===== config.mk =====
export PLATFORM = sky130hd
export DESIGN_NAME = way_ram
export DESIGN_NICKNAME = d
export VERILOG_FILES = /design/src/cache_pkg.sv /design/src/way_ram.sv
export VERILOG_INCLUDE_DIRS = /design/src /design/src/src
export SDC_FILE = /design/constraint.sdc
export NUM_CORES = 1
export LEC_CHECK = 0
export ABC_CLOCK_PERIOD_IN_PS = 2170
export BUFFER_PORTS_ARGS = -buffer_cell sky130_fd_sc_hd__buf_2
export CORE_MARGIN = 4
export CORE_UTILIZATION = 55
export CTS_CLUSTER_SIZE = 28
export DETAILED_ROUTE_END_ITERATION = 8
export MAX_ROUTING_LAYER = met4
export PLACE_DENSITY = 0.88
export SLEW_MARGIN = 20
export SYNTH_ARGS = -nofsm -noshare
export SYNTH_HDL_FRONTEND = slang
export SYNTH_SLANG_ARGS = --single-unit

===== constraint.sdc =====
create_clock -name clk -period 2.17 [get_ports clk]
set_input_delay 0.217 -clock clk [delete_from_list [all_inputs] [get_ports clk]]
set_output_delay 0.217 -clock clk [all_outputs]
set_load 0.01 [all_outputs]

===== src/cache_cfg.svh =====
// Data cache size configuration
`ifndef CACHE_CFG_SVH
`define CACHE_CFG_SVH

// Associativity and geometry of the cache
`define CACHE_WAYS 4
`define CACHE_SETS 16
`define LINE_WORDS 4

// Address is word addressed, so a line is LINE_WORDS consecutive addresses
`define ADDR_W 16
`define DATA_W 32

// Nonzero start value for the victim LFSR
`define LFSR_SEED 16'hACE1

`endif


===== src/cache_pkg.sv =====
// Data cache types
`include "cache_cfg.svh"

package cache_pkg;

	// Way number within a set
	typedef logic [$clog2(`CACHE_WAYS)-1:0] way_t;

	// Set index
	typedef logic [$clog2(`CACHE_SETS)-1:0] index_t;

	// Word position inside a line
	typedef logic [$clog2(`LINE_WORDS)-1:0] offset_t;

	// Tag takes whatever address bits are left above index and offset
	typedef logic [`ADDR_W-$bits(index_t)-$bits(offset_t)-1:0] tag_t;

	// A whole line, word 0 in the low bits
	typedef logic [`LINE_WORDS-1:0][`DATA_W-1:0] line_t;

	// CPU word address split into its cache fields
	typedef struct packed {
		tag_t    tag;
		index_t  index;
		offset_t offset;
	} cache_addr_t;

	// Controller FSM states
	typedef enum logic [2:0] {
		IDLE,
		LOOKUP,
		RESPOND,
		FILL,
		STORE
	} ctrl_state_t;

endpackage


===== src/way_ram.sv =====
// Single cache way storage
`timescale 1ns/1ps
`include "cache_cfg.svh"

module way_ram import cache_pkg::*; #(
	parameter type entry_t = logic
) (
	input  logic   clk,
	input  logic   we,
	input  index_t windex,
	input  entry_t wdata,
	input  index_t rindex,
	output entry_t rdata
);

	// One entry per set, either a tag or a full line depending on entry_t
	entry_t mem [`CACHE_SETS];

	// Writes land on the clock edge
	always_ff @(posedge clk) begin
		if (we)
			mem[windex] <= wdata;
	end

	// Reads are combinational so the lookup can compare in the same cycle
	assign rdata = mem[rindex];

endmodule


==> impl_metrics.yaml <==
status:
  status: "finished, final reports clean"
detailed_routing:
  via_per_inst: 5.880
  drt_first_pass_iters: 4
  drcViolationCount: 0
  wl_per_cell_um: 15.59
  drt-total-wl_um: 1169
  drt-initial-drc-count: 11
  via_count: 441
  drt.antenna.violating_nets: 0
clock_tree:
  cts_setup_buffers: 0
  cts_sinks: 16
  cts_made_buffers: 3
  path_clk_slew_ns: 0.09
  ctsRootBufferMaster: "clkbuf_4"
  cts_htree_levels: 1
  cts_buffer_depth: 2
  cts_tree: "yes"
  cts_resized: 0
  postCtsHoldBufs: 0
grt:
  grt_pass1_wl_um: 1980
  grt_pass1_vias: 447
  grt_max_degree: 17
  antenna_found_initial: 0
  track_usage_pct: 15.32
  grt_overflow: 0
timing:
  fin_hold_ws_ns: 0.3021
  rsz0062_at_grt: "no"
  max_freq_mhz: 565.0
  fin_crit_ns: 1.770
  finalHoldViolations: 0
  fin_setup_tns_ns: 0
  relSlewSlack_pct: 84.28
  period_share_pct: 81.56
  maxSlewViolCount: 0
  setup_viol: 0
  worstMarginPinSlew_ns: 0.2358
floorplan:
  rows: 12
  core_um2: 1171
  die_w_um: 44.33
  die_h_um: 44.33
  dieArea_um2: 1965
  initial_utilization_pct: 61.97
  io_pins: 12
synthesis:
  yosysTopAreaCell: "edfxtp_1"
  synthTopCellsByArea: "edfxtp_1 (66%), mux4_1 (14%), nor2_1 (6.2%), mux2i_1 (4.1%), nor3_1 (2.8%)"
  synth_nets: 57
  netlist.area_leader.share_pct: 66.21
  yosys_warnings: 0
  syn_avg_cell_area_um2: 15.78
  syn_inst: 46
  synth.distinct_cells: 10
  synth_seq_area_share_pct: 66.21
  synth-seq-cells: 16
  synth_area_um2: 725.7
place:
  dp_hpwl_um: 868.1
  port_buffers: 11
  gp_congestion: 0.8165
pwr:
  power_density_nw_per_um2: 670.8
  vdd_ir_drop_max_mv: 0.4481
  power.leakage_nw: 0.2951
worst_setup_path:
  critical_path_class: "reg -> out"
  start_kind: "flop"
  crit_arrival_ns: 1.55
  path_max_fanout: 1
  required_ns: 1.95
  worstSetupEndpointType: "output port"
cells_and_area:
  drive_gt1_share_pct: 24.59
  largest_reg_flops: 16
  regMostFlops: "mem"
  nNetsFinal: 73
  antenna_cells: 0
  area_delta_synth_final_pct: 13.62
  reg_top3: "mem: 16 flops"
flow_run:
  max_cap_viol_count: 0
min_path:
  min_path_type: "in -> reg"
worst max-delay path, stage by stage (launching register included):
cell and delay, ns:
edfxtp_1 0.39, mux4_1 0.52, mux2i_1 0.14, mux2i_1 0.08, buf_2 0.14
kinds of logic (layout without fill, tap and decap cells):
group	count (synthesis)	in the layout	share of synthesized area [%]
multiplexers	7	7	18.62
AND/OR/NAND/NOR	23	23	15.17
buffers and inverters	0	15	0
flip-flops	16	16	66.21
synth_stat cells:
cell type / instances
edfxtp_1: 16
nor2_1: 12
mux4_1: 4
nor3_1: 4
mux2i_1: 3
nand2b_1: 2
nand3b_1: 2
nand2_1: 1
nand3_1: 1
or3b_2: 1
through the flow:
step	total power, mW	cell area [um2]	worst slack, ns	util [%]	instances
floorplan	0.3778	725.7	0.8878	-	46
detailed placement	0.4041	798.3	0.6461	68.16	71
finish	0.5531	824.5	0.4001	70.41	75
global route	0.5765	824.5	0.2823	70.41	75
global placement	0.4010	798.3	0.6977	68.16	71
CTS	0.5534	824.5	0.3887	70.41	75
final cells by class:
| cell class | instances | area (um2) |
|---|---|---|
| Clock buffer | 3 | 22.52 |
| Sequential cell | 16 | 480.5 |
| Multi-Input combinational cell | 30 | 245.2 |
| Tap cell | 14 | 17.52 |
| Timing Repair Buffer | 11 | 55.05 |
| Clock inverter | 1 | 3.754 |
| Fill cell | 84 | 346.6 |
placed cells by master, fill, tap and decap left out:
| master | count |
|---|---|
| buf_2 | 11 |
| clkbuf_4 | 3 |
| clkinv_1 | 1 |
| edfxtp_1 | 16 |
| mux2i_1 | 3 |
| mux4_1 | 4 |
| nand2_1 | 1 |
| nand2b_1 | 2 |
| nand3_1 | 1 |
| nand3b_1 | 2 |
| nor2_1 | 12 |
| nor3_1 | 4 |
| or3b_2 | 1 |
layer usage:
| metal | GRT usage (%) | up-vias | wire, um |
|---|---|---|---|
| met3 | 2.846 | 3 | 70 |
| met5 | - | - | 0 |
| li1 | - | 216 | - |
| met4 | 10.84 | 0 | 30 |
| met2 | 23.84 | 17 | 558 |
| met1 | 17.69 | 205 | 510 |
power by group:
part           leakage [nW]  internal (mW)  switching [mW]
registers             0.145          0.346         0.00140
clock network        0.0154         0.0668          0.0898
logic                 0.135         0.0226          0.0266
total                 0.295          0.435           0.118
path summary, 6_finish.rpt:
| path | start | endpoint | slack (ns) | cells past startpoint |
|---|---|---|---|---|
| setup / recovery | mem[5] | rdata | 0.40 | 4 |
| hold / removal | wdata | mem[6] | 0.30 | 1 |
No activity file was read; power rests on OpenSTA's default activity.
