<file path="src/cache_cfg.svh">
// Data cache size configuration
`ifndef CACHE_CFG_SVH
`define CACHE_CFG_SVH

// Associativity and geometry of the cache
`define CACHE_WAYS 4
`define CACHE_SETS 16
`define LINE_WORDS 4

// Address is word addressed, so a line is LINE_WORDS consecutive addresses
`define ADDR_W 16
`define DATA_W 32

// Nonzero start value for the victim LFSR
`define LFSR_SEED 16'hACE1

`endif

</file>
<file path="src/mem_bus_pkg.sv">
// Memory bus types
`include "cache_cfg.svh"

package mem_bus_pkg;

	// One data word on the bus
	typedef logic [`DATA_W-1:0] word_t;

	// One word address on the bus
	typedef logic [`ADDR_W-1:0] maddr_t;

	// Peer that currently holds the bus
	typedef enum logic {
		OWN_FILL,
		OWN_STORE
	} owner_t;

endpackage

</file>
<file path="src/store_thru.sv">
// Store write-through unit
`timescale 1ns/1ps

module store_thru import mem_bus_pkg::*; (
	input  logic   clk,
	input  logic   arst_n,
	input  logic   st_start,
	input  maddr_t st_addr,
	input  word_t  st_data,
	output logic   st_breq,
	output maddr_t st_baddr,
	output word_t  st_bdata,
	input  logic   grant,
	input  logic   mem_ack,
	output logic   st_done
);

	logic active;

	assign st_breq = active;

	// Request stays up until memory takes the write
	always_ff @(posedge clk or negedge arst_n) begin
		if (!arst_n) begin
			active  <= 1'b0;
			st_done <= 1'b0;
		end else begin
			st_done <= active && grant && mem_ack;
			if (st_start)
				active <= 1'b1;
			else if (grant && mem_ack)
				active <= 1'b0;
		end
	end

	// Address and data are held steady for the whole request
	always_ff @(posedge clk) begin
		if (st_start) begin
			st_baddr <= st_addr;
			st_bdata <= st_data;
		end
	end

endmodule

</file>
<file path="config.mk">
export PLATFORM = sky130hd
export DESIGN_NAME = store_thru
export DESIGN_NICKNAME = d
export VERILOG_FILES = /design/src/mem_bus_pkg.sv /design/src/store_thru.sv
export VERILOG_INCLUDE_DIRS = /design/src /design/src/src
export SDC_FILE = /design/constraint.sdc
export NUM_CORES = 1
export LEC_CHECK = 0
export BUFFER_PORTS_ARGS = -buffer_cell sky130_fd_sc_hd__buf_2
export CORE_UTILIZATION = 45
export CTS_BUF_LIST = sky130_fd_sc_hd__clkbuf_2 sky130_fd_sc_hd__clkbuf_4 sky130_fd_sc_hd__clkbuf_8
export CTS_CLUSTER_DIAMETER = 100
export DETAILED_ROUTE_END_ITERATION = 7
export PLACE_DENSITY = 0.86
export SLEW_MARGIN = 20
export SYNTH_ARGS = -nofsm -noshare
export SYNTH_HDL_FRONTEND = slang
export SYNTH_SLANG_ARGS = --single-unit
export TNS_END_PERCENT = 20
</file>
<file path="constraint.sdc">
create_clock -name clk -period 1.3 [get_ports clk]
set_clock_uncertainty 0.2 [all_clocks]
set_input_delay 0.13 -clock clk [delete_from_list [all_inputs] [get_ports clk]]
set_output_delay 0.13 -clock clk [all_outputs]
set_load 0.01 [all_outputs]
</file>
==> run_results.csv <==
group,metric,value,unit
cts,cts_setup_buffers,0,
setup_path,worstSetupEndpointType,"primary output",
die,core-area,0.003128,sq mm
timing,worst_pin_slew,0.2522,ns
setup_path,path_buf_inv,1,
power,finalPower,0.003258,W
power,leakagePower,1.179,nW
cts,cts_resized,0,
cts,ctsHoldBuffers,52,
placed_design,dp_hpwl,2154,um
setup_path,critPathMaxFanout,1,
timing,setup_viol,0,
final_layout,num-fill-cells,140,
timing,fmax,0.7976,GHz
yosys,syn_avg_cell_area,28.49,sq um
cts,clock_latency,0.32,ns
final_layout,final_cell_mix,"102 x buf_2, 52 x dlygate4sd3_1, 48 x edfxtp_1",
timing,hold_viol,0,
setup_path,critPathMaxStageDelay,0.43,ns
power,vdd_drop_max,0.8439,mV
yosys,synthTopCellsByArea,"edfxtp_1 95%, dfrtp_1 3.3%, a21o_1 0.50%, and3_2 0.50%, nand2_1 0.25%",
grt,grt_pass1_wl,5927,um
yosys,ys_ff_latch,50,
die,die_width,59.93,um
grt,overflow,0,
die,start_util,48.28,%
timing,finalSetupTns,0,ns
route,firstDrtPassIters,4,
cts,cts_made_buffers,5,
final_layout,diodes,0,
yosys,ys_types,5,
route,num_vias,1189,
yosys,ys_warn_count,0,
placed_design,place.gp.congestion,0.6301,
setup_path,worstSetupPathType,"reg -> out",
setup_path,cp_slowest_cell,"edfxtp_1",
timing,relSlewSlack,83.19,%
grt,grt_pass1_vias,1185,
placed_design,place_area,0.002103,sq mm
placed_design,port_buffers,102,
setup_path,critPathRequiredTime,0.97,ns
flow_run,drv_cap,0,
route,wl,4206,um
route,vias_per_cell,4.556,
route,avgRoutedWirePerCell,16.11,um
route,drtIter0Drc,52,
cts,root_buffer,"clkbuf_4",
route,ant_nets,0,
final_layout,area_delta_synth_final,79.20,%
yosys,syn-cell-area,0.001510,sq mm
cts,cts_tree,"yes",
grt,grt_start_max_net_pins,50,
timing,rsz0062_at_grt,"no",
cts,clk_pin_slew_worst_paths,0.14,ns
die,boundaryPins,103,
timing,slew_viol_final,0,
outcome,status,"finished, final reports clean",
yosys,syn_nets,106,
yosys,seq_area_frac_synth,98.76,%
yosys,synth_top_area_cell,"edfxtp_1",
worst_hold_path,hp-class,"in -> reg",
cts,cts.sinks,50,
yosys,synth_cells,53,
final_layout,mostFrequentLayoutCell,"buf_2",
timing,timing.final.crit_share,96.44,%
final_layout,final_nets,269,
die,die-area,0.003592,sq mm
final_layout,drive_above_1_share,52.07,%
placed_design,placed_cells,201,
die,die_y,59.93,um
route,drcViolationCount,0,
final_layout,fin_area,0.002706,sq mm
cts,htree_levels,2,
grt,grt_util_all_layers,24.23,%
power,p_per_area,1204,mW/mm^2
setup_path,path_delay_family,"flip-flops",
yosys,yosysTopAreaCellShare,95.44,%
setup_path,cp_cell_sequence,"buf_2",
setup_path,cp.arrival,0.92,ns
setup_path,critPathLaunchType,"register",
die,rows,20,
timing,fin_crit,1.254,ns
grt,antenna_found_initial,0,
cts,clock_path_buffers,2,
final_layout,finalNonFillerCells,261,
-- power by group --
group,leakage [nW],internal (W),switching (W)
clock network,0.0419,0.000427,0.000449
registers,0.493,0.00190,0.0000409
logic,0.644,0.000245,0.000192
total,1.18,0.00258,0.000682
-- registers in the layout, summed over array words and instances, names as in the netlist --
name and count:
st_baddr 16, st_bdata 32, st_breq 1, st_done 1
-- stage by stage --
| step | setup slack, ns | util, % | hold WS (ns) |
|---|---|---|---|
| floorplan | 0.4076 | - | -0.3656 |
| global placement | 0.2592 | 67.24 | -0.2848 |
| detailed placement | 0.2237 | 67.24 | -0.2814 |
| CTS | 0.04195 | 86.52 | 0.07083 |
| global route | 0.01003 | 86.52 | 0.07091 |
| finish | 0.04628 | 86.52 | 0.07387 |
-- kinds of logic (layout without fill, tap and decap cells) --
group	Yosys count	after routing	synth area share (%)
DFF	50	50	98.76
AOI/OAI and AO/OA	1	1	0.4973
buffers and inverters	0	164	0
and+or+nand+nor	2	2	0.7456
-- synth_stat cells --
master and n:
edfxtp_1 48, nand2_1 1, and3_2 1, dfrtp_1 2, a21o_1 1
-- layout make-up --
cell class | count | area (sq um) | share of cell area [%]
tap | 44 | 55.05 | 2.034
multi-input combinational | 3 | 18.77 | 0.6935
timing repair buffer | 156 | 1059 | 39.11
clock inverter | 2 | 37.54 | 1.387
sequential | 50 | 1491 | 55.11
clock buffer | 6 | 45.04 | 1.664
-- per-layer routing --
metal | share of wire (%) | up-vias | global-route usage (%)
met4 | 1.1 | 0 | 5.980
met1 | 37 | 570 | 27.40
met5 | 0 | - | 0
met2 | 54 | 76 | 46.35
met3 | 7.3 | 6 | 4.762
li1 | - | 537 | -
-- final timing paths --
path,cells after the start,slack [ns],start,endpoint
hold reg to reg,1,0.33,st_breq,st_breq
max in group asynchronous,3,0.32,arst_n,st_done
setup reg to reg,1,0.41,st_breq,st_done
hold / removal,2,0.07,st_start,st_bdata[22]
setup / recovery,1,0.05,st_bdata[0],st_bdata[0]
min in group asynchronous,3,0.45,arst_n,st_breq
Power figures use the tool's default switching activity.
