File: config.mk
export PLATFORM = sky130hd
export DESIGN_NAME = mem_arbiter
export DESIGN_NICKNAME = d
export VERILOG_FILES = /design/src/mem_bus_pkg.sv /design/src/mem_arbiter.sv
export VERILOG_INCLUDE_DIRS = /design/src /design/src/src
export SDC_FILE = /design/constraint.sdc
export NUM_CORES = 1
export LEC_CHECK = 0
export BUFFER_PORTS_ARGS = -buffer_cell sky130_fd_sc_hd__buf_4
export CORE_MARGIN = 10
export CORE_UTILIZATION = 26
export CTS_CLUSTER_DIAMETER = 60
export CTS_CLUSTER_SIZE = 20
export DETAILED_ROUTE_END_ITERATION = 8
export GPL_TIMING_DRIVEN = 0
export PLACE_DENSITY_LB_ADDON = 0.05
export SYNTH_ARGS = -nofsm -noshare
export SYNTH_HDL_FRONTEND = slang
export SYNTH_SLANG_ARGS = --single-unit
File: constraint.sdc
create_clock -name clk -period 1.68 [get_ports clk]
set_input_delay 0.168 -clock clk [delete_from_list [all_inputs] [get_ports clk]]
set_output_delay 0.168 -clock clk [all_outputs]
set_load 0.02 [all_outputs]
File: src/cache_cfg.svh
// Data cache size configuration
`ifndef CACHE_CFG_SVH
`define CACHE_CFG_SVH

// Associativity and geometry of the cache
`define CACHE_WAYS 4
`define CACHE_SETS 16
`define LINE_WORDS 4

// Address is word addressed, so a line is LINE_WORDS consecutive addresses
`define ADDR_W 16
`define DATA_W 32

// Nonzero start value for the victim LFSR
`define LFSR_SEED 16'hACE1

`endif

File: src/mem_bus_pkg.sv
// Memory bus types
`include "cache_cfg.svh"

package mem_bus_pkg;

	// One data word on the bus
	typedef logic [`DATA_W-1:0] word_t;

	// One word address on the bus
	typedef logic [`ADDR_W-1:0] maddr_t;

	// Peer that currently holds the bus
	typedef enum logic {
		OWN_FILL,
		OWN_STORE
	} owner_t;

endpackage

File: src/mem_arbiter.sv
// Memory bus arbiter
`timescale 1ns/1ps

module mem_arbiter import mem_bus_pkg::*; (
	input  logic   clk,
	input  logic   arst_n,
	input  logic   fill_breq,
	input  maddr_t fill_baddr,
	input  logic   st_breq,
	input  maddr_t st_baddr,
	input  word_t  st_bdata,
	output logic   fill_grant,
	output logic   st_grant,
	output logic   mem_req,
	output logic   mem_we,
	output maddr_t mem_addr,
	output word_t  mem_wdata,
	input  logic   mem_ack
);

	logic   locked;
	owner_t owner;

	// Owner is locked in from grant until its ack
	always_ff @(posedge clk or negedge arst_n) begin
		if (!arst_n) begin
			locked <= 1'b0;
			owner  <= OWN_FILL;
		end else if (locked) begin
			if (mem_ack)
				locked <= 1'b0;
		end else if (st_breq) begin
			// Store wins a tie
			owner  <= OWN_STORE;
			locked <= 1'b1;
		end else if (fill_breq) begin
			owner  <= OWN_FILL;
			locked <= 1'b1;
		end
	end

	assign fill_grant = locked && (owner == OWN_FILL);
	assign st_grant   = locked && (owner == OWN_STORE);

	// The bus shows the owner's request
	assign mem_req   = locked;
	assign mem_we    = st_grant;
	assign mem_addr  = (owner == OWN_STORE) ? st_baddr : fill_baddr;
	assign mem_wdata = st_bdata;

endmodule

==> Implementation_results.wiki <==
{| class="wikitable"
! Metric !! Value
|-
| Run status || finished, final reports clean
|-
| Maximum clock frequency || 0.667 GHz
|-
| Total die area || 4500 um2
|-
| Nature of the critical path startpoint || register
|-
| Count of inserted antenna diode cells || 0
|-
| CTS sink count || 2
|-
| Crit path DAT || 1.33 ns
|-
| Met3 usage in global routing || 10.0%
|-
| Slew headroom || 90.0%
|-
| Maximum fanout along the worst path || 10
|-
| Type of the tightest min-delay check || input pin to register
|-
| Number of gates resized after cts || 0
|-
| Period Utilization, post-route || 89.2%
|-
| Final Hold Violating Endpoints || 0
|-
| Remaining antenna violation count || 0
|-
| Worst path cell trace || buf_6, buf_12, mux2_4, buf_4
|-
| Number of flip-flops and latches in the synthesized netlist || 2
|-
| Clock Latency Late Sink || 0.22 ns
|-
| Number of DRC markers after the initial detailed-route iteration || 15
|-
| Clock root buffer || sky130_fd_sc_hd__clkbuf_4
|-
| RSZ-0062 raised after global routing || no
|-
| Residual DRC || 0
|-
| Layout overhead on the synthesized area || 126%
|-
| Slew @ Worst Pin || 0.149 ns
|-
| Buffers inserted by post-CTS timing repair || 0
|-
| Distinct cell type count after synthesis || 13
|-
| Fill cell count || 181
|-
| Syn_area_per_cell || 9.61 um2
|-
| Area used by sequential logic in the layout || 50.0 um2
|-
| Multi-input gate area || 244 um2
|-
| Global-route wire length before repair || 4030 um
|-
| Final Skew || 0.000336 ns
|-
| Vias per cell || 4.02
|-
| Total power density per cell area || 636 nW/um2
|-
| Vertical die dimension || 67.1 um
|-
| Standby leakage power || 0.753 nW
|-
| Register area share after synthesis || 8.68%
|-
| Met1 global-route usage || 8.13%
|-
| Initial Util || 28.2%
|-
| Total number of yosys warnings || 0
|-
| CORE AREA || 2040 um2
|-
| Final-layout setup total negative slack || 0 ns
|-
| Clock edge transition at the registers on the reported setup and hold paths || 0.03 ns
|-
| Total length of routed wires || 2860 um
|-
| Final core utilization || 63.8%
|-
| Cell area after synthesis || 577 um2
|-
| Largest delay share family, worst path || buffers and inverters
|-
| Endpoints failing setup || 0
|-
| Via count of the first global-routing pass || 843
|-
| Peak-usage layer in the global routing report || met2
|-
| CTS tree || built
|-
| Met2 track demand over resource || 22.5%
|-
| Post-layout min period || 1.50 ns
|-
| Syn nets || 129
|-
| Row count || 16
|-
| Endpoint required time on the critical path || 1.51 ns
|-
| Nets || 223
|-
| Via total after detailed routing || 719
|-
| Highest cell delay on the worst timing path || 0.36 ns
|-
| Max-capacitance violation count || 0
|-
| Maximum number of pins on one net before global-route repair || 11
|-
| Count of buffer and inverter cells on the critical path || 3
|-
| Critical path capture point type || primary output
|-
| TritonCTS buffer count || 3
|-
| Worst Path Class, Setup || register to primary output
|-
| Worst-case reg-to-reg path depth || 3
|-
| Count of pins on the block boundary || 121
|-
| Count of H-tree levels built during CTS || 1
|-
| Cell count after synthesis || 60
|-
| Total of hold buffers inserted after clock tree synthesis || 1
|-
| Fraction of final layout cells sized beyond drive strength 1 || 94.7%
|-
| Number of port buffers || 88
|-
| Global placer's final weighted congestion || 0.687
|-
| Number of slew-limit violations in the final report || 0
|-
| Grt total ovfl || 0
|-
| Average wire length per cell after detail routing || 15.9 um
|-
| Total stage count of the critical path || 4
|-
| Number of buffers between clock root and the deepest sink || 2
|-
| Die Span X || 67.1 um
|-
| Critical path's slowest cell || sky130_fd_sc_hd__dfrtp_1
|-
| Cell depth of the worst hold path || 2
|-
| Largest vdd supply drop || 0.000474 V
|-
| First-pass DRT Iterations || 4
|-
| Total global-route track usage || 11.7%
|-
| Initial antenna violation count || 0
|}
through the flow:
step                cells  cell area [um2]  setup slack [ns]  hold WS [ns]  power [mW]
floorplan              60              577             0.508        -0.128       0.466
global placement      175             1270             0.421       -0.0498       0.727
detailed placement    175             1270             0.406       -0.0465       0.735
CTS                   179             1300             0.165         0.119       0.848
global route          179             1300             0.129         0.135       0.881
finish                179             1300             0.181         0.129       0.829
sequential cells by signal (all words and copies together) (netlist names):
register / flops
owner: 1
mem_req: 1
cells in the mapped netlist:
| master | instances | area share (%) |
|---|---|---|
| sky130_fd_sc_hd__nor2_1 | 1 | 0.65 |
| sky130_fd_sc_hd__a22o_2 | 1 | 1.7 |
| sky130_fd_sc_hd__nor3_1 | 1 | 0.87 |
| sky130_fd_sc_hd__and2_2 | 1 | 1.3 |
| sky130_fd_sc_hd__nand2b_1 | 1 | 1.1 |
| sky130_fd_sc_hd__mux2_2 | 9 | 18 |
| sky130_fd_sc_hd__mux2_4 | 7 | 18 |
| sky130_fd_sc_hd__inv_1 | 1 | 0.65 |
| sky130_fd_sc_hd__a21oi_1 | 1 | 0.87 |
| sky130_fd_sc_hd__buf_12 | 1 | 3.5 |
| sky130_fd_sc_hd__dfrtp_1 | 2 | 8.7 |
| sky130_fd_sc_hd__buf_4 | 33 | 43 |
| sky130_fd_sc_hd__buf_6 | 1 | 2.0 |
kinds of logic (layout without fill, tap and decap cells):
group,Yosys count,in the layout,share of synthesized area (%)
AOI/OAI and AO/OA,2,2,2.60
buffers and inverters,36,128,49.0
DFF,2,2,8.68
muxes,16,16,35.8
and+or+nand+nor,4,4,3.90
path summary, 6_finish.rpt:
kind,to,from,slack (ns)
setup / recovery,mem_addr[13],owner$_DFFE_PN0P_,0.18
hold / removal,mem_req$_DFF_PN0_,mem_ack,0.13
setup reg to reg,owner$_DFFE_PN0P_,owner$_DFFE_PN0P_,0.70
hold reg to reg,mem_req$_DFF_PN0_,mem_req$_DFF_PN0_,0.54
max in group asynchronous,mem_req$_DFF_PN0_,arst_n,1.32
min in group asynchronous,owner$_DFFE_PN0P_,arst_n,0.27
cells in the final DEF, fill, tap and decap left out:
cell	Yosys	routed
sky130_fd_sc_hd__mux2_4	7	7
sky130_fd_sc_hd__dlygate4sd3_1	0	1
sky130_fd_sc_hd__nor3_1	1	1
sky130_fd_sc_hd__nand2b_1	1	1
sky130_fd_sc_hd__a21oi_1	1	1
sky130_fd_sc_hd__and2_2	1	1
sky130_fd_sc_hd__buf_12	1	1
sky130_fd_sc_hd__mux2_2	9	9
sky130_fd_sc_hd__a22o_2	1	1
sky130_fd_sc_hd__buf_4	33	121
sky130_fd_sc_hd__inv_1	1	1
sky130_fd_sc_hd__buf_6	1	1
sky130_fd_sc_hd__nor2_1	1	1
sky130_fd_sc_hd__dfrtp_1	2	2
sky130_fd_sc_hd__clkbuf_4	0	3
layout make-up:
class	count	area share (%)
Buffer	35	21.4
Clock buffer	3	1.73
Inverter	1	0.288
Multi-Input combinational cell	22	18.7
Sequential cell	2	3.84
Tap cell	27	2.59
Timing Repair Buffer	89	51.4
layer usage:
metal / routed length (um) / vias up / part of all wire (%)
met5: 0 / - / 0
li1: - / 350 / -
met3: 507 / 2 / 18
met2: 1580 / 63 / 55
met4: 10 / 0 / 0.35
met1: 757 / 304 / 27
report_power, final:
part           switching (mW)  internal [mW]
registers             0.00563         0.0563
logic                   0.291          0.373
clock network          0.0245         0.0785
Note: power is estimated with default switching activity, not from simulation.
