**src/cache_cfg.svh**
```systemverilog
// Data cache size configuration
`ifndef CACHE_CFG_SVH
`define CACHE_CFG_SVH

// Associativity and geometry of the cache
`define CACHE_WAYS 4
`define CACHE_SETS 16
`define LINE_WORDS 4

// Address is word addressed, so a line is LINE_WORDS consecutive addresses
`define ADDR_W 16
`define DATA_W 32

// Nonzero start value for the victim LFSR
`define LFSR_SEED 16'hACE1

`endif

```
**src/cache_pkg.sv**
```systemverilog
// Data cache types
`include "cache_cfg.svh"

package cache_pkg;

	// Way number within a set
	typedef logic [$clog2(`CACHE_WAYS)-1:0] way_t;

	// Set index
	typedef logic [$clog2(`CACHE_SETS)-1:0] index_t;

	// Word position inside a line
	typedef logic [$clog2(`LINE_WORDS)-1:0] offset_t;

	// Tag takes whatever address bits are left above index and offset
	typedef logic [`ADDR_W-$bits(index_t)-$bits(offset_t)-1:0] tag_t;

	// A whole line, word 0 in the low bits
	typedef logic [`LINE_WORDS-1:0][`DATA_W-1:0] line_t;

	// CPU word address split into its cache fields
	typedef struct packed {
		tag_t    tag;
		index_t  index;
		offset_t offset;
	} cache_addr_t;

	// Controller FSM states
	typedef enum logic [2:0] {
		IDLE,
		LOOKUP,
		RESPOND,
		FILL,
		STORE
	} ctrl_state_t;

endpackage

```
**src/mem_bus_pkg.sv**
```systemverilog
// Memory bus types
`include "cache_cfg.svh"

package mem_bus_pkg;

	// One data word on the bus
	typedef logic [`DATA_W-1:0] word_t;

	// One word address on the bus
	typedef logic [`ADDR_W-1:0] maddr_t;

	// Peer that currently holds the bus
	typedef enum logic {
		OWN_FILL,
		OWN_STORE
	} owner_t;

endpackage

```
**src/dcache_ctrl.sv**
```systemverilog
// Data cache controller
`timescale 1ns/1ps
`include "cache_cfg.svh"

module dcache_ctrl import cache_pkg::*, mem_bus_pkg::*; (
	input  logic    clk,
	input  logic    arst_n,
	// CPU port
	input  logic    cpu_req,
	input  logic    cpu_we,
	input  maddr_t  cpu_addr,
	input  word_t   cpu_wdata,
	output logic    cpu_busy,
	output logic    cpu_done,
	output logic    cpu_hit,
	output word_t   cpu_rdata,
	// Tag and data ways
	input  tag_t    tag_rdata [`CACHE_WAYS],
	input  line_t   line_rdata [`CACHE_WAYS],
	output logic [`CACHE_WAYS-1:0] tag_we,
	output logic [`CACHE_WAYS-1:0] line_we,
	output index_t  windex,
	output tag_t    tag_wdata,
	output line_t   line_wdata,
	output index_t  rindex,
	// Way select
	input  way_t    wway,
	output logic    store_hit,
	output way_t    hit_way,
	output logic    fill_take,
	// Line fill peer
	output logic    fill_start,
	output maddr_t  fill_addr,
	input  logic    fill_we,
	input  offset_t fill_offset,
	input  word_t   fill_word,
	input  logic    fill_done,
	// Store peer
	output logic    st_start,
	output maddr_t  st_addr,
	output word_t   st_data,
	input  logic    st_done
);

	ctrl_state_t state;
	cache_addr_t req_addr;
	logic        req_we;
	word_t       req_wdata;
	logic [`CACHE_SETS-1:0][`CACHE_WAYS-1:0] valid;
	logic [`CACHE_WAYS-1:0] hit_vec;
	logic [`CACHE_WAYS-1:0] wway_sel;
	logic        hit;
	logic        hit_q;
	word_t       rdata_q;
	line_t       fill_line;
	line_t       fill_merged;
	line_t       st_merged;
	logic        fill_end;
	logic        st_update;

	// ========================================
	// Tag compare
	// ========================================

	// All ways are read at the request index and compared at once
	always_comb begin
		hit_vec = '0;
		hit_way = '0;
		for (int w = 0; w < `CACHE_WAYS; w++) begin
			hit_vec[w] = valid[req_addr.index][w] && (tag_rdata[w] == req_addr.tag);
			if (hit_vec[w])
				hit_way = way_t'(w);
		end
	end

	assign hit = |hit_vec;

	// One-hot of the latched write way
	always_comb begin
		for (int w = 0; w < `CACHE_WAYS; w++)
			wway_sel[w] = (way_t'(w) == wway);
	end

	// ========================================
	// Line assembly and merge
	// ========================================

	// The last fill word is merged in directly, it is not in fill_line yet
	always_comb begin
		fill_merged = fill_line;
		if (fill_we)
			fill_merged[fill_offset] = fill_word;
	end

	// Store hit replaces one word of the cached line
	always_comb begin
		st_merged = line_rdata[wway];
		st_merged[req_addr.offset] = req_wdata;
	end

	assign fill_end  = (state == FILL) && fill_done;
	assign st_update = (state == STORE) && st_done && hit_q;

	// Way write port
	assign rindex     = req_addr.index;
	assign windex     = req_addr.index;
	assign tag_wdata  = req_addr.tag;
	assign line_wdata = (state == FILL) ? fill_merged : st_merged;
	assign tag_we     = fill_end ? wway_sel : '0;
	assign line_we    = (fill_end || st_update) ? wway_sel : '0;

	// Side requests all come from the single LOOKUP cycle
	assign store_hit  = (state == LOOKUP) && req_we && hit;
	assign fill_take  = (state == LOOKUP) && !req_we && !hit;
	assign fill_start = fill_take;
	assign fill_addr  = maddr_t'({req_addr.tag, req_addr.index, offset_t'(0)});
	assign st_start   = (state == LOOKUP) && req_we;
	assign st_addr    = maddr_t'(req_addr);
	assign st_data    = req_wdata;

	// CPU response
	assign cpu_busy  = (state != IDLE);
	assign cpu_done  = (state == RESPOND);
	assign cpu_hit   = hit_q;
	assign cpu_rdata = rdata_q;

	// ========================================
	// Controller FSM
	// ========================================

	always_ff @(posedge clk or negedge arst_n) begin
		if (!arst_n) begin
			state <= IDLE;
			valid <= '0;
		end else begin
			case (state)
				IDLE: begin
					if (cpu_req)
						state <= LOOKUP;
				end
				LOOKUP: begin
					if (req_we)
						state <= STORE;
					else if (hit)
						state <= RESPOND;
					else
						state <= FILL;
				end
				FILL: begin
					// The filled line becomes valid together with its tag
					if (fill_done) begin
						valid[req_addr.index][wway] <= 1'b1;
						state <= RESPOND;
					end
				end
				STORE: begin
					if (st_done)
						state <= RESPOND;
				end
				default: state <= IDLE;
			endcase
		end
	end

	// Request capture and response data
	always_ff @(posedge clk) begin
		if (state == IDLE && cpu_req) begin
			req_addr  <= cache_addr_t'(cpu_addr);
			req_we    <= cpu_we;
			req_wdata <= cpu_wdata;
		end
		if (state == LOOKUP) begin
			hit_q   <= hit;
			rdata_q <= line_rdata[hit_way][req_addr.offset];
		end
		// Fill words collect here until the whole line is in
		if (fill_we)
			fill_line[fill_offset] <= fill_word;
		// Miss data comes from the assembled line
		if (fill_end)
			rdata_q <= fill_merged[req_addr.offset];
	end

endmodule

```
**config.mk**
```make
export PLATFORM = sky130hd
export DESIGN_NAME = dcache_ctrl
export DESIGN_NICKNAME = d
export VERILOG_FILES = /design/src/cache_pkg.sv /design/src/mem_bus_pkg.sv /design/src/dcache_ctrl.sv
export VERILOG_INCLUDE_DIRS = /design/src /design/src/src
export SDC_FILE = /design/constraint.sdc
export NUM_CORES = 1
export LEC_CHECK = 0
export ABC_AREA = 1
export BUFFER_PORTS_ARGS = -buffer_cell sky130_fd_sc_hd__clkbuf_2
export CAP_MARGIN = 20
export CORE_AREA = 3 3 346 348
export DETAILED_ROUTE_END_ITERATION = 7
export DIE_AREA = 0 0 349 351
export PLACE_DENSITY = 0.48
export SYNTH_ARGS = -nofsm -noshare
export SYNTH_HDL_FRONTEND = slang
export SYNTH_SLANG_ARGS = --single-unit
```
**constraint.sdc**
```tcl
create_clock -name clk -period 3.23 [get_ports clk]
set_input_delay 0.4845 -clock clk [delete_from_list [all_inputs] [get_ports clk]]
set_output_delay 0.4845 -clock clk [all_outputs]
set_load 0.02 [all_outputs]
```
==> flow_metrics.tcl <==
set metrics [dict create \
    startpoint_type "flip-flop" \
    synth-seq-cells 277 \
    cts-root-buf "clkbuf_16" \
    synthMuxAreaShare_pct 0 \
    synth_fa_ha_area_share_pct 0 \
    syn_inst 3986 \
    avgSynthCellArea_um2 5.88 \
    layout.cells.non_filler 6571 \
    status "finished, violations left" \
    synth_compound_area_share_pct 21.6 \
    synth_top_family_by_area "simple AND/OR/NAND/NOR gates" \
    area_growth_pct 47.4 \
    hp-class "in2async" \
    ys.flop_type "dfxtp_1" \
    grt_pass1_vias 31500 \
    finalCriticalPeriod_ps 3270 \
    violations "setup timing" \
    setup_viol 3 \
    first_pass_iters 6 \
    grt_max_degree 73 \
    clkLatencyLatePin_ps 560 \
    overflow 0 \
    antenna_left 0 \
    hold_viol 0 \
    cp.required_ps 2750 \
    cp.arrival_ps 2790 \
    clockBufferDepth 3 \
    gp_congestion 0.995 \
    worst_slack_ps -42.1 \
    worstPathCellList "buf_6 -> buf_12 -> nand2_2 -> nand2_1 -> nand2_1 -> nand2_1 -> nand2_1 -> nand2_1 -> nor2_2 -> nor2_4 -> buf_12 -> buf_12 -> a21oi_4 -> nand2_2 -> nor2_4 -> buf_6 -> buf_8" \
    crit_top_cell "nand2_1" \
    coreArea_mm2 0.117 \
    nFillCells 13300 \
    synth_cell_types 37 \
    dp_hpwl_mm 156 \
    nNetsFinal 5647 \
    synth_warnings 0 \
    path_class "reg2out" \
    synth_xor_area_share_pct 0.747 \
    power_leakage_nw 17.9 \
    fmax_ghz 0.306 \
    cts.sinks 277 \
    dp.cells 6441 \
    wire_per_inst_um 29.1 \
    cp_max_fo 8 \
    multi_input_area_mm2 0.0140 \
    synth-simple-area-share_pct 34.7 \
    cts_tree "yes" \
    holdBufCountCts 0 \
    grt_usage_pct 29.6 \
    routed_wl_mm 191 \
    async_reset_ff_share_pct 24.2 \
    cts.clk_slew.worst_paths_ps 60 \
    seq_area_frac_synth_pct 28.6 \
    critPathMaxStageDelay_ps 450 \
    antenna_found_initial 32 \
    initial_core_util_pct 20.1 \
    cp_num_buf_inv 6 \
    power.density_mw_per_mm2 592 \
    die_h_um 351 \
    syn-cell-area_mm2 0.0234 \
    fp.dieArea_mm2 0.122 \
    clock_skew_ps 12.4 \
    vias 32500 \
    vdd_drop_max_mv 0.513 \
    avgViaCountPerCell 4.95 \
    cts_inserted_buffers 39 \
    period_share_pct 101 \
    grt_first_pass_wirelength_mm 254 \
    port_buffers 899 \
    tightest_slew_ps 1110 \
    fin_util_pct 29.6 \
    synth_edf_count 82 \
    dieWidth_um 349 \
    drive_gt1_share_pct 30.2 \
    ios 902 \
    rsz0062_at_grt "true" \
    drt_iter0_drc 3101 \
    rows 125 \
    relSlewSlack_pct 25.8 \
    cap_violations 0 \
    slew_violations 0 \
    seqCellArea_mm2 0.00670 \
    crit_family "buffers and inverters" \
    h-tree-depth 2 \
    crit_slowest_cell "edfxtp_1" \
    route.detailed.drc 0 \
    crit_path_end_kind "output port" \
]
-- placed cells by master, fill, tap and decap left out, types with 67 or more instances in the layout --
cell type / n
a22oi_1: 79
dfxtp_1: 128
buf_12: 70
buf_4: 299
nand3_1: 250
o21ai_0: 405
o22ai_1: 80
dfrtp_1: 67
edfxtp_1: 82
nand2_1: 1310
clkbuf_2: 887
inv_1: 433
nor2_1: 338
-- power by group --
group          internal [W]  leakage (nW)  switching, W
Clock               0.00279         0.643       0.00184
Sequential          0.00446          2.64      0.000564
Combinational       0.00334          14.6       0.00744
-- per-layer routing --
metal	up-vias	global-route usage, %	routed length (um)
li1	14900	-	-
met1	15500	34.4	73300
met2	1683	51.8	91700
met3	390	5.46	13900
met4	24	15.2	12000
met5	-	0	155
-- state kept, by name, summed over array words and instances (netlist names), 2 cells and up --
name	count
tag_wdata	10
st_data	32
st_addr	2
state	3
fill_line	128
rindex	4
cpu_rdata	32
valid	64
-- final timing paths --
kind,startpoint,endpoint,slack [ps],cells past startpoint
max,rindex[0]$_DFFE_PP_,fill_take,-40,17
min,arst_n,valid[40]$_DFFE_PN0P_,60,1
max reg2reg,rindex[0]$_DFFE_PP_,cpu_rdata[20]$_DFFE_PP_,-10,23
min reg2reg,valid[56]$_DFFE_PN0P_,valid[56]$_DFFE_PN0P_,460,2
max in group asynchronous,arst_n,valid[6]$_DFFE_PN0P_,2420,2
min in group clk,cpu_addr[4],rindex[2]$_DFFE_PP_,90,1
-- stage by stage --
stage / setup TNS [ps] / power (W) / instance area, um2 / setup slack (ps) / hold slack [ps]
4_1_cts: -601 / 0.0204 / 33900 / -107 / 51.9
2_1_floorplan: 0 / 0.00960 / 23400 / 234 / 189
3_5_place_dp: -4650 / 0.0156 / 32000 / -417 / 448
3_3_place_gp: -5250 / 0.0156 / 32000 / -417 / 441
6_report: -91.4 / 0.0204 / 34500 / -42.1 / 64.0
5_1_grt: -1170 / 0.0213 / 34500 / -179 / 70.5
-- cells in the mapped netlist, drive strengths merged (21+ instances only) --
| library cell | count | area [um2] |
|---|---|---|
| o21ai | 444 | 2220 |
| dfrtp | 67 | 1680 |
| o21bai | 44 | 330 |
| o22ai | 80 | 500 |
| clkbuf | 183 | 687 |
| dfxtp | 128 | 2560 |
| nand2 | 1355 | 5100 |
| a221oi | 75 | 657 |
| nand3 | 266 | 1330 |
| a21oi | 46 | 230 |
| nand3b | 32 | 240 |
| buf | 130 | 777 |
| inv | 486 | 1830 |
| a211oi | 32 | 240 |
| a22oi | 79 | 593 |
| edfxtp | 82 | 2460 |
| nor2 | 363 | 1370 |
| clkinv | 21 | 78.8 |
-- area by class of cell --
type	count	share of cell area, %
Clock buffer	54	3.19
Timing Repair Buffer	1289	24.9
Inverter	507	5.60
Tap cell	1524	5.52
Sequential cell	277	19.4
Clock inverter	16	0.638
Antenna cell	14	0.101
Multi-Input combinational cell	2890	40.6
-- kinds of logic after synthesis --
group / Yosys count
and+or+nand+nor: 2029
AOI/OAI and AO/OA: 839
buffers and inverters: 820
DFF: 277
xor gates and xnor gates: 20
other: 1
-- timing repair --
item                                    4_1_cts  5_1_grt
setup buffers                                25       17
pin swaps                                     9       19
endpoints found under the setup margin       75       74
cloned                                        2        3
gates resized for setup                      94       92
Power figures use the tool's default switching activity.
