`src/cache_cfg.svh`:
```
// Data cache size configuration
`ifndef CACHE_CFG_SVH
`define CACHE_CFG_SVH

// Associativity and geometry of the cache
`define CACHE_WAYS 4
`define CACHE_SETS 16
`define LINE_WORDS 4

// Address is word addressed, so a line is LINE_WORDS consecutive addresses
`define ADDR_W 16
`define DATA_W 32

// Nonzero start value for the victim LFSR
`define LFSR_SEED 16'hACE1

`endif

```
`src/cache_pkg.sv`:
```
// Data cache types
`include "cache_cfg.svh"

package cache_pkg;

	// Way number within a set
	typedef logic [$clog2(`CACHE_WAYS)-1:0] way_t;

	// Set index
	typedef logic [$clog2(`CACHE_SETS)-1:0] index_t;

	// Word position inside a line
	typedef logic [$clog2(`LINE_WORDS)-1:0] offset_t;

	// Tag takes whatever address bits are left above index and offset
	typedef logic [`ADDR_W-$bits(index_t)-$bits(offset_t)-1:0] tag_t;

	// A whole line, word 0 in the low bits
	typedef logic [`LINE_WORDS-1:0][`DATA_W-1:0] line_t;

	// CPU word address split into its cache fields
	typedef struct packed {
		tag_t    tag;
		index_t  index;
		offset_t offset;
	} cache_addr_t;

	// Controller FSM states
	typedef enum logic [2:0] {
		IDLE,
		LOOKUP,
		RESPOND,
		FILL,
		STORE
	} ctrl_state_t;

endpackage

```
`src/dcache_way_sel.sv`:
```
// Victim and write way select
`timescale 1ns/1ps
`include "cache_cfg.svh"

module dcache_way_sel import cache_pkg::*; (
	input  logic clk,
	input  logic arst_n,
	input  logic store_hit,
	input  way_t hit_way,
	input  logic fill_take,
	output way_t wway
);

	logic [15:0] lfsr;
	logic        feedback;
	way_t        victim;

	// Taps 16, 14, 13, 11 give a maximal length sequence
	assign feedback = lfsr[15] ^ lfsr[13] ^ lfsr[12] ^ lfsr[10];

	// The low bits serve as a random victim way
	assign victim = lfsr[$bits(way_t)-1:0];

	// ========================================
	// LFSR and write way register
	// ========================================

	always_ff @(posedge clk or negedge arst_n) begin
		if (!arst_n) begin
			lfsr <= `LFSR_SEED;
			wway <= '0;
		end else begin
			// The LFSR free runs, so the victim depends on request timing
			lfsr <= {lfsr[14:0], feedback};
			// A store hit writes back into the way it hit
			if (store_hit) begin
				wway <= hit_way;
			end else if (fill_take) begin
				// A fill replaces whatever the LFSR points at now
				wway <= victim;
			end
		end
	end

endmodule

```
`config.mk`:
```
export PLATFORM = sky130hd
export DESIGN_NAME = dcache_way_sel
export DESIGN_NICKNAME = d
export VERILOG_FILES = /design/src/cache_pkg.sv /design/src/dcache_way_sel.sv
export VERILOG_INCLUDE_DIRS = /design/src /design/src/src
export SDC_FILE = /design/constraint.sdc
export NUM_CORES = 1
export LEC_CHECK = 0
export BUFFER_PORTS_ARGS = -buffer_cell sky130_fd_sc_hd__clkbuf_2
export CORE_AREA = 5 5 42 44
export CTS_BUF_LIST = sky130_fd_sc_hd__clkbuf_4
export CTS_CLUSTER_SIZE = 16
export DETAILED_ROUTE_END_ITERATION = 10
export DIE_AREA = 0 0 47 49
export GPL_TIMING_DRIVEN = 0
export PLACE_DENSITY = 0.62
export SLEW_MARGIN = 10
export SYNTH_ARGS = -nofsm -noshare
export SYNTH_HDL_FRONTEND = slang
export SYNTH_SLANG_ARGS = --single-unit
```
`constraint.sdc`:
```
create_clock -name clk -period 0.96 [get_ports clk]
set_input_delay 0 -clock clk [delete_from_list [all_inputs] [get_ports clk]]
set_output_delay 0 -clock clk [all_outputs]
set_load 0.01 [all_outputs]
```
==> results.cfg, run 1 <==
[run_status]
outcome = finished, final reports clean

[sta]
hold_viol = 0
relSlewSlack = 0.734
min_period_ns = 0.918
tns_ns = 0
slew_violations = 0
finClkSkew_ns = 0.00122
whs_ns = 0.0397
finalCritPeriodShare = 0.956
max_freq_mhz = 1090
worst_pin_slew_ns = 0.399
setup_viol = 0
timing.final.ws_setup_ns = 0.0420
rsz0062_at_grt = yes

[drt]
drt_iter0_markers = 0
ant_nets = 0
dr.pass1.iters = 1
wl_per_cell_um = 12.2
num_vias = 243
wl_um = 710
post_drt_via_cell_ratio = 4.19
drc = 0

[layout]
fin_area_um2 = 653
fillers = 132
area_growth_pct = 24.6
multi_input_area_um2 = 71.3
final_cells = 58
nNetsFinal = 49
regArea_um2 = 460
n_antenna_cell = 0
drive_above_1_share = 0.452

[critical_path]
cp-end-kind = register
critPathKind = register to register
r2r_cells = 2
critPathMaxStageDelay_ns = 0.56
reg2reg_slack_ns = 0.04
reg2reg_to = lfsr[0]$_DFF_PN1_
r2r_start = lfsr[13]$_DFF_PN1_
critPathRequiredTime_ns = 1.16
cp_top_family = flip-flops
slowest_stage = dfstp_2
crit_path_cell_trace = xor2_2 -> xnor2_1
cp-start-kind = register
cp_data_arrival_time_ns = 1.12
crit_fanout = 2
path_buf_inv = 0

[clock_network]
cts_root_buf = clkbuf_4
cts_sinks = 18
clk-insertion-delay-late_ns = 0.27
clock_path_buffers = 2
cts_tree = built
clk_pin_slew_worst_paths_ns = 0.09
h-tree-depth = 1
cts_buffers = 3

[grt]
grt_pass1_vias = 295
grt-ovfl-total = 0
antenna_found_initial = 0
grt_pass1_wl_um = 1240
track_usage = 0.0812
grt_max_degree = 19

[synth]
synthTopCellsByArea = dfrtp_1 (48%), dfstp_2 (40%), mux2i_1 (3.8%)
synth_compound_area_frac = 0.0191
synth_top_family_by_area = XOR/XNOR gates
yosysSeqAreaShare = 0.878
synthDistinctLibCells = 7
synthSimpleGateAreaFrac = 0.0143
ys_seq_elements = 18
synth_fp_nets = 33
avgSynthCellArea_um2 = 19.4
yosys.area_share.adder = 0
synth_top_area_cell = dfrtp_1
synth.top_cell.area_share = 0.477
synth_flop_cell = dfrtp_1
synth_edf_count = 0
synthXorXnorAreaFrac = 0.0501
synth_cells = 27
post-synth-top-count-cell = dfrtp_1
synth_common_cells = dfrtp_1 (10), dfstp_2 (8)
synth.area.mux_share = 0.0382
synth_area_um2 = 524
synth-async-reset-ratio = 1.00
ys_warn_count = 0

[floorplanning]
rows = 14
pin_count = 8
die_w_um = 47
core-area_um2 = 1400
die_y_um = 49
fp.dieArea_um2 = 2300
initial_utilization = 0.374

[placed_design]
dpl_cell_area_um2 = 579
place_ws_ns = 0.0568
dp_hpwl_um = 499
io_buffers = 7
placed_cells = 50
gp_routability_congestion = 0.678

[power_and_ir_drop]
p_leak_nw = 0.311
ir_worst_vdd_mv = 0.981
p_per_area_nw_per_um2 = 1790

[worst_hold_path]
holdPathEnd = wway[0]$_DFFE_PN0P_
hold_class = primary input to register
min_path_cells = 3
hp-start = fill_take

[flow_run]
max-cap-violations = 0
==> worst max path at each step <==
| stage | cells after the start | endpoint | startpoint | slack [ns] |
|---|---|---|---|---|
| floorplan | 2 | lfsr[0]$_DFF_PN1_ | lfsr[13]$_DFF_PN1_ | 0.1 |
| finish | 2 | lfsr[0]$_DFF_PN1_ | lfsr[13]$_DFF_PN1_ | 0.04 |
| detailed placement | 2 | lfsr[0]$_DFF_PN1_ | lfsr[13]$_DFF_PN1_ | 0.06 |
| global placement | 2 | lfsr[0]$_DFF_PN1_ | lfsr[13]$_DFF_PN1_ | 0.07 |
| global route | 2 | lfsr[0]$_DFF_PN1_ | lfsr[13]$_DFF_PN1_ | -0.0008 |
| CTS | 2 | lfsr[0]$_DFF_PN1_ | lfsr[13]$_DFF_PN1_ | 0.01 |
==> through the flow <==
stage               total power [mW]   util
global placement               0.824  0.413
global route                    1.23  0.466
detailed placement             0.829  0.413
floorplan                      0.793      -
CTS                             1.19  0.461
finish                          1.17  0.466
==> layout by cell type (no fill, tap or decap) <==
master,count
dlygate4sd3_1,4
dfrtp_1,10
nand2_1,2
xor2_2,1
o21ai_1,2
mux2i_1,2
xnor2_1,2
clkbuf_4,3
clkbuf_2,7
dfstp_2,8
clkinv_1,1
==> repair_timing <==
item	in CTS	in global routing
hold endpoints to repair	20	0
resized for setup	0	1
setup endpoints to repair	0	1
buffers inserted	0	0
hold buffers	4	0
==> power breakdown <==
part	internal, mW	switching [mW]	total [mW]
Sequential	0.766	0.00336	0.769
Combinational	0.0271	0.0295	0.0566
Clock	0.150	0.192	0.342
==> cell families after synthesis <==
| family | count (synthesis) |
|---|---|
| AO/OA/AOI/OAI | 2 |
| multiplexers | 2 |
| flip-flops | 18 |
| AND/OR/NAND/NOR | 2 |
| XOR/XNOR | 3 |
==> cell type report <==
type / instances / area share
multi-input combinational: 9 / 0.109
tap: 16 / 0.0307
clock inverter: 1 / 0.00575
timing repair buffer: 11 / 0.115
clock buffer: 3 / 0.0345
sequential: 18 / 0.705
==> worst min-delay path: stages <==
cell	delay [ns]
clkbuf_2	0.11
mux2i_1	0.07
o21ai_1	0.10
==> sequential cells by signal, summed over array words and instances, names as in the netlist <==
register and cells:
wway 2, lfsr 16
==> layer usage <==
layer	share of wire	wire [µm]	track usage
met5	0	0	0
met2	0.55	389	0.129
met3	0.056	40	0.0443
met4	0	0	0.0415
met1	0.39	280	0.0821
(Power assumes the default switching activity.)
==> inputs of run 2 (changes only) <==
==> constraint.sdc (replaced) <==
create_clock -name clk -period 0.96 [get_ports clk]
set_input_delay 0.048 -clock clk [delete_from_list [all_inputs] [get_ports clk]]
set_output_delay 0.048 -clock clk [all_outputs]
set_load 0.01 [all_outputs]
==> results.cfg, run 2 (synthesis gave the netlist of run 1 again) <==
[drt]
drc = 0
post_drt_via_cell_ratio = 4.19
num_vias = 239
dr.pass1.iters = 1
ant_nets = 0
wl_um = 696
drt_iter0_markers = 0
wl_per_cell_um = 12.2

[layout]
post-route-util = 0.459
largest_reg_flops = 16
final_common_cell = dfrtp_1
regArea_um2 = 460
drive_above_1_share = 0.463
n_antenna_cell = 0
area_growth_pct = 22.7
top_register = lfsr
nNetsFinal = 48
multi_input_area_um2 = 71.3
final_cells = 57
top_regs = lfsr (16), wway (2)
final_cell_mix = dfrtp_1 (10), dfstp_2 (8), clkbuf_2 (7)
fillers = 133

[power_and_ir_drop]
total_power_mw = 1.16
p_leak_nw = 0.307
ir_worst_vdd_mv = 0.981
p_per_area_nw_per_um2 = 1810

[grt]
track_usage = 0.0805
antenna_found_initial = 0
grt_max_degree = 19
grt_pass1_vias = 289
grt_pass1_wl_um = 1230
grt-ovfl-total = 0

[critical_path]
cp-end-kind = register
crit_fanout = 2
slowest_stage = dfstp_2
path_buf_inv = 0
cp-start-kind = register
critPathKind = register to register
cp_top_family = flip-flops
crit_path_cell_trace = xor2_2 -> xnor2_1
critPathMaxStageDelay_ns = 0.56
critPathRequiredTime_ns = 1.16
cp_data_arrival_time_ns = 1.12

[flow_run]
max-cap-violations = 0

[clock_network]
cts_sinks = 18
clock_path_buffers = 2
clk-insertion-delay-late_ns = 0.27
cts_root_buf = clkbuf_4
h-tree-depth = 1
cts_tree = built
clk_pin_slew_worst_paths_ns = 0.09
post-cts-setup-buffers = 0
cts_buffers = 3

[sta]
max_freq_mhz = 1090
min_period_ns = 0.918
setup_viol = 0
slew_violations = 0
relSlewSlack = 0.734
worst_pin_slew_ns = 0.399
tns_ns = 0
finalCritPeriodShare = 0.956
rsz0062_at_grt = yes
finClkSkew_ns = 0.00130
hold_viol = 0

[placed_design]
placed_cells = 50
gp_routability_congestion = 0.678
io_buffers = 7
dp_hpwl_um = 499

[floorplanning]
fp.dieArea_um2 = 2300
core-area_um2 = 1400
initial_utilization = 0.374
rows = 14
die_y_um = 49
die_w_um = 47
pin_count = 8

[worst_hold_path]
hold_class = primary input to register

[run_status]
outcome = finished, final reports clean
==> run 2: cell types whose count changed in the layout (fill, tap and decap cells not counted) <==
cell,change
dlygate4sd3_1,-1
==> run 2: timing repair <==
item                                    in CTS  in global routing
endpoints found under the setup margin       0                  1
hold buffers                                 3                  0
endpoints found under the hold margin       19                  0
resized for setup                            0                  1
==> run 2: path summary, 6_finish.rpt <==
kind	from	to	slack [ns]	cells after the start
setup / recovery	lfsr[13]$_DFF_PN1_	lfsr[0]$_DFF_PN1_	0.04	2
hold / removal	hit_way[1]	wway[1]$_DFFE_PN0P_	0.02	3
setup reg to reg	lfsr[13]$_DFF_PN1_	lfsr[0]$_DFF_PN1_	0.04	2
hold reg to reg	lfsr[8]$_DFF_PN0_	lfsr[9]$_DFF_PN0_	0.36	0
max in group asynchronous	arst_n	lfsr[15]$_DFF_PN1_	0.42	2
min in group asynchronous	arst_n	lfsr[8]$_DFF_PN0_	0.22	2
==> run 2: routing by layer <==
metal  vias to the layer above  routed length, µm  share of wire  track usage
met5                         -                  0              0            0
met4                         0                  0              0       0.0415
met3                         0                 40          0.057       0.0443
met2                         5                375           0.54        0.124
met1                       120                280           0.40       0.0845
li1                        114                  -              -            -
==> run 2: layout make-up <==
type                    instances  share of cell area
flip-flops and latches         18               0.716
multi-input cells               9               0.111
repair buffers                 10               0.101
clock buffers                   3              0.0350
well taps                      16              0.0311
clock inverters                 1             0.00584
==> run 2: per-stage QoR <==
step | setup slack [ns] | hold slack [ns] | cell area (µm²)
2_1_floorplan | 0.0951 | -0.248 | 524
3_3_place_gp | 0.0664 | -0.0243 | 579
3_5_place_dp | 0.0568 | -0.00554 | 579
4_1_cts | 0.0107 | 0.0272 | 636
5_1_grt | -0.000793 | 0.0157 | 643
6_report | 0.0420 | 0.0202 | 643
==> run 2: worst min-delay path: stages <==
cell	delay (ns)
clkbuf_2	0.08
nand2_1	0.06
o21ai_1	0.06
==> run 2: power breakdown <==
part,total [mW],switching (mW),internal [mW]
Sequential,0.769,0.00336,0.766
Clock,0.342,0.191,0.150
Combinational,0.0534,0.0289,0.0245
Total,1.16,0.224,0.940
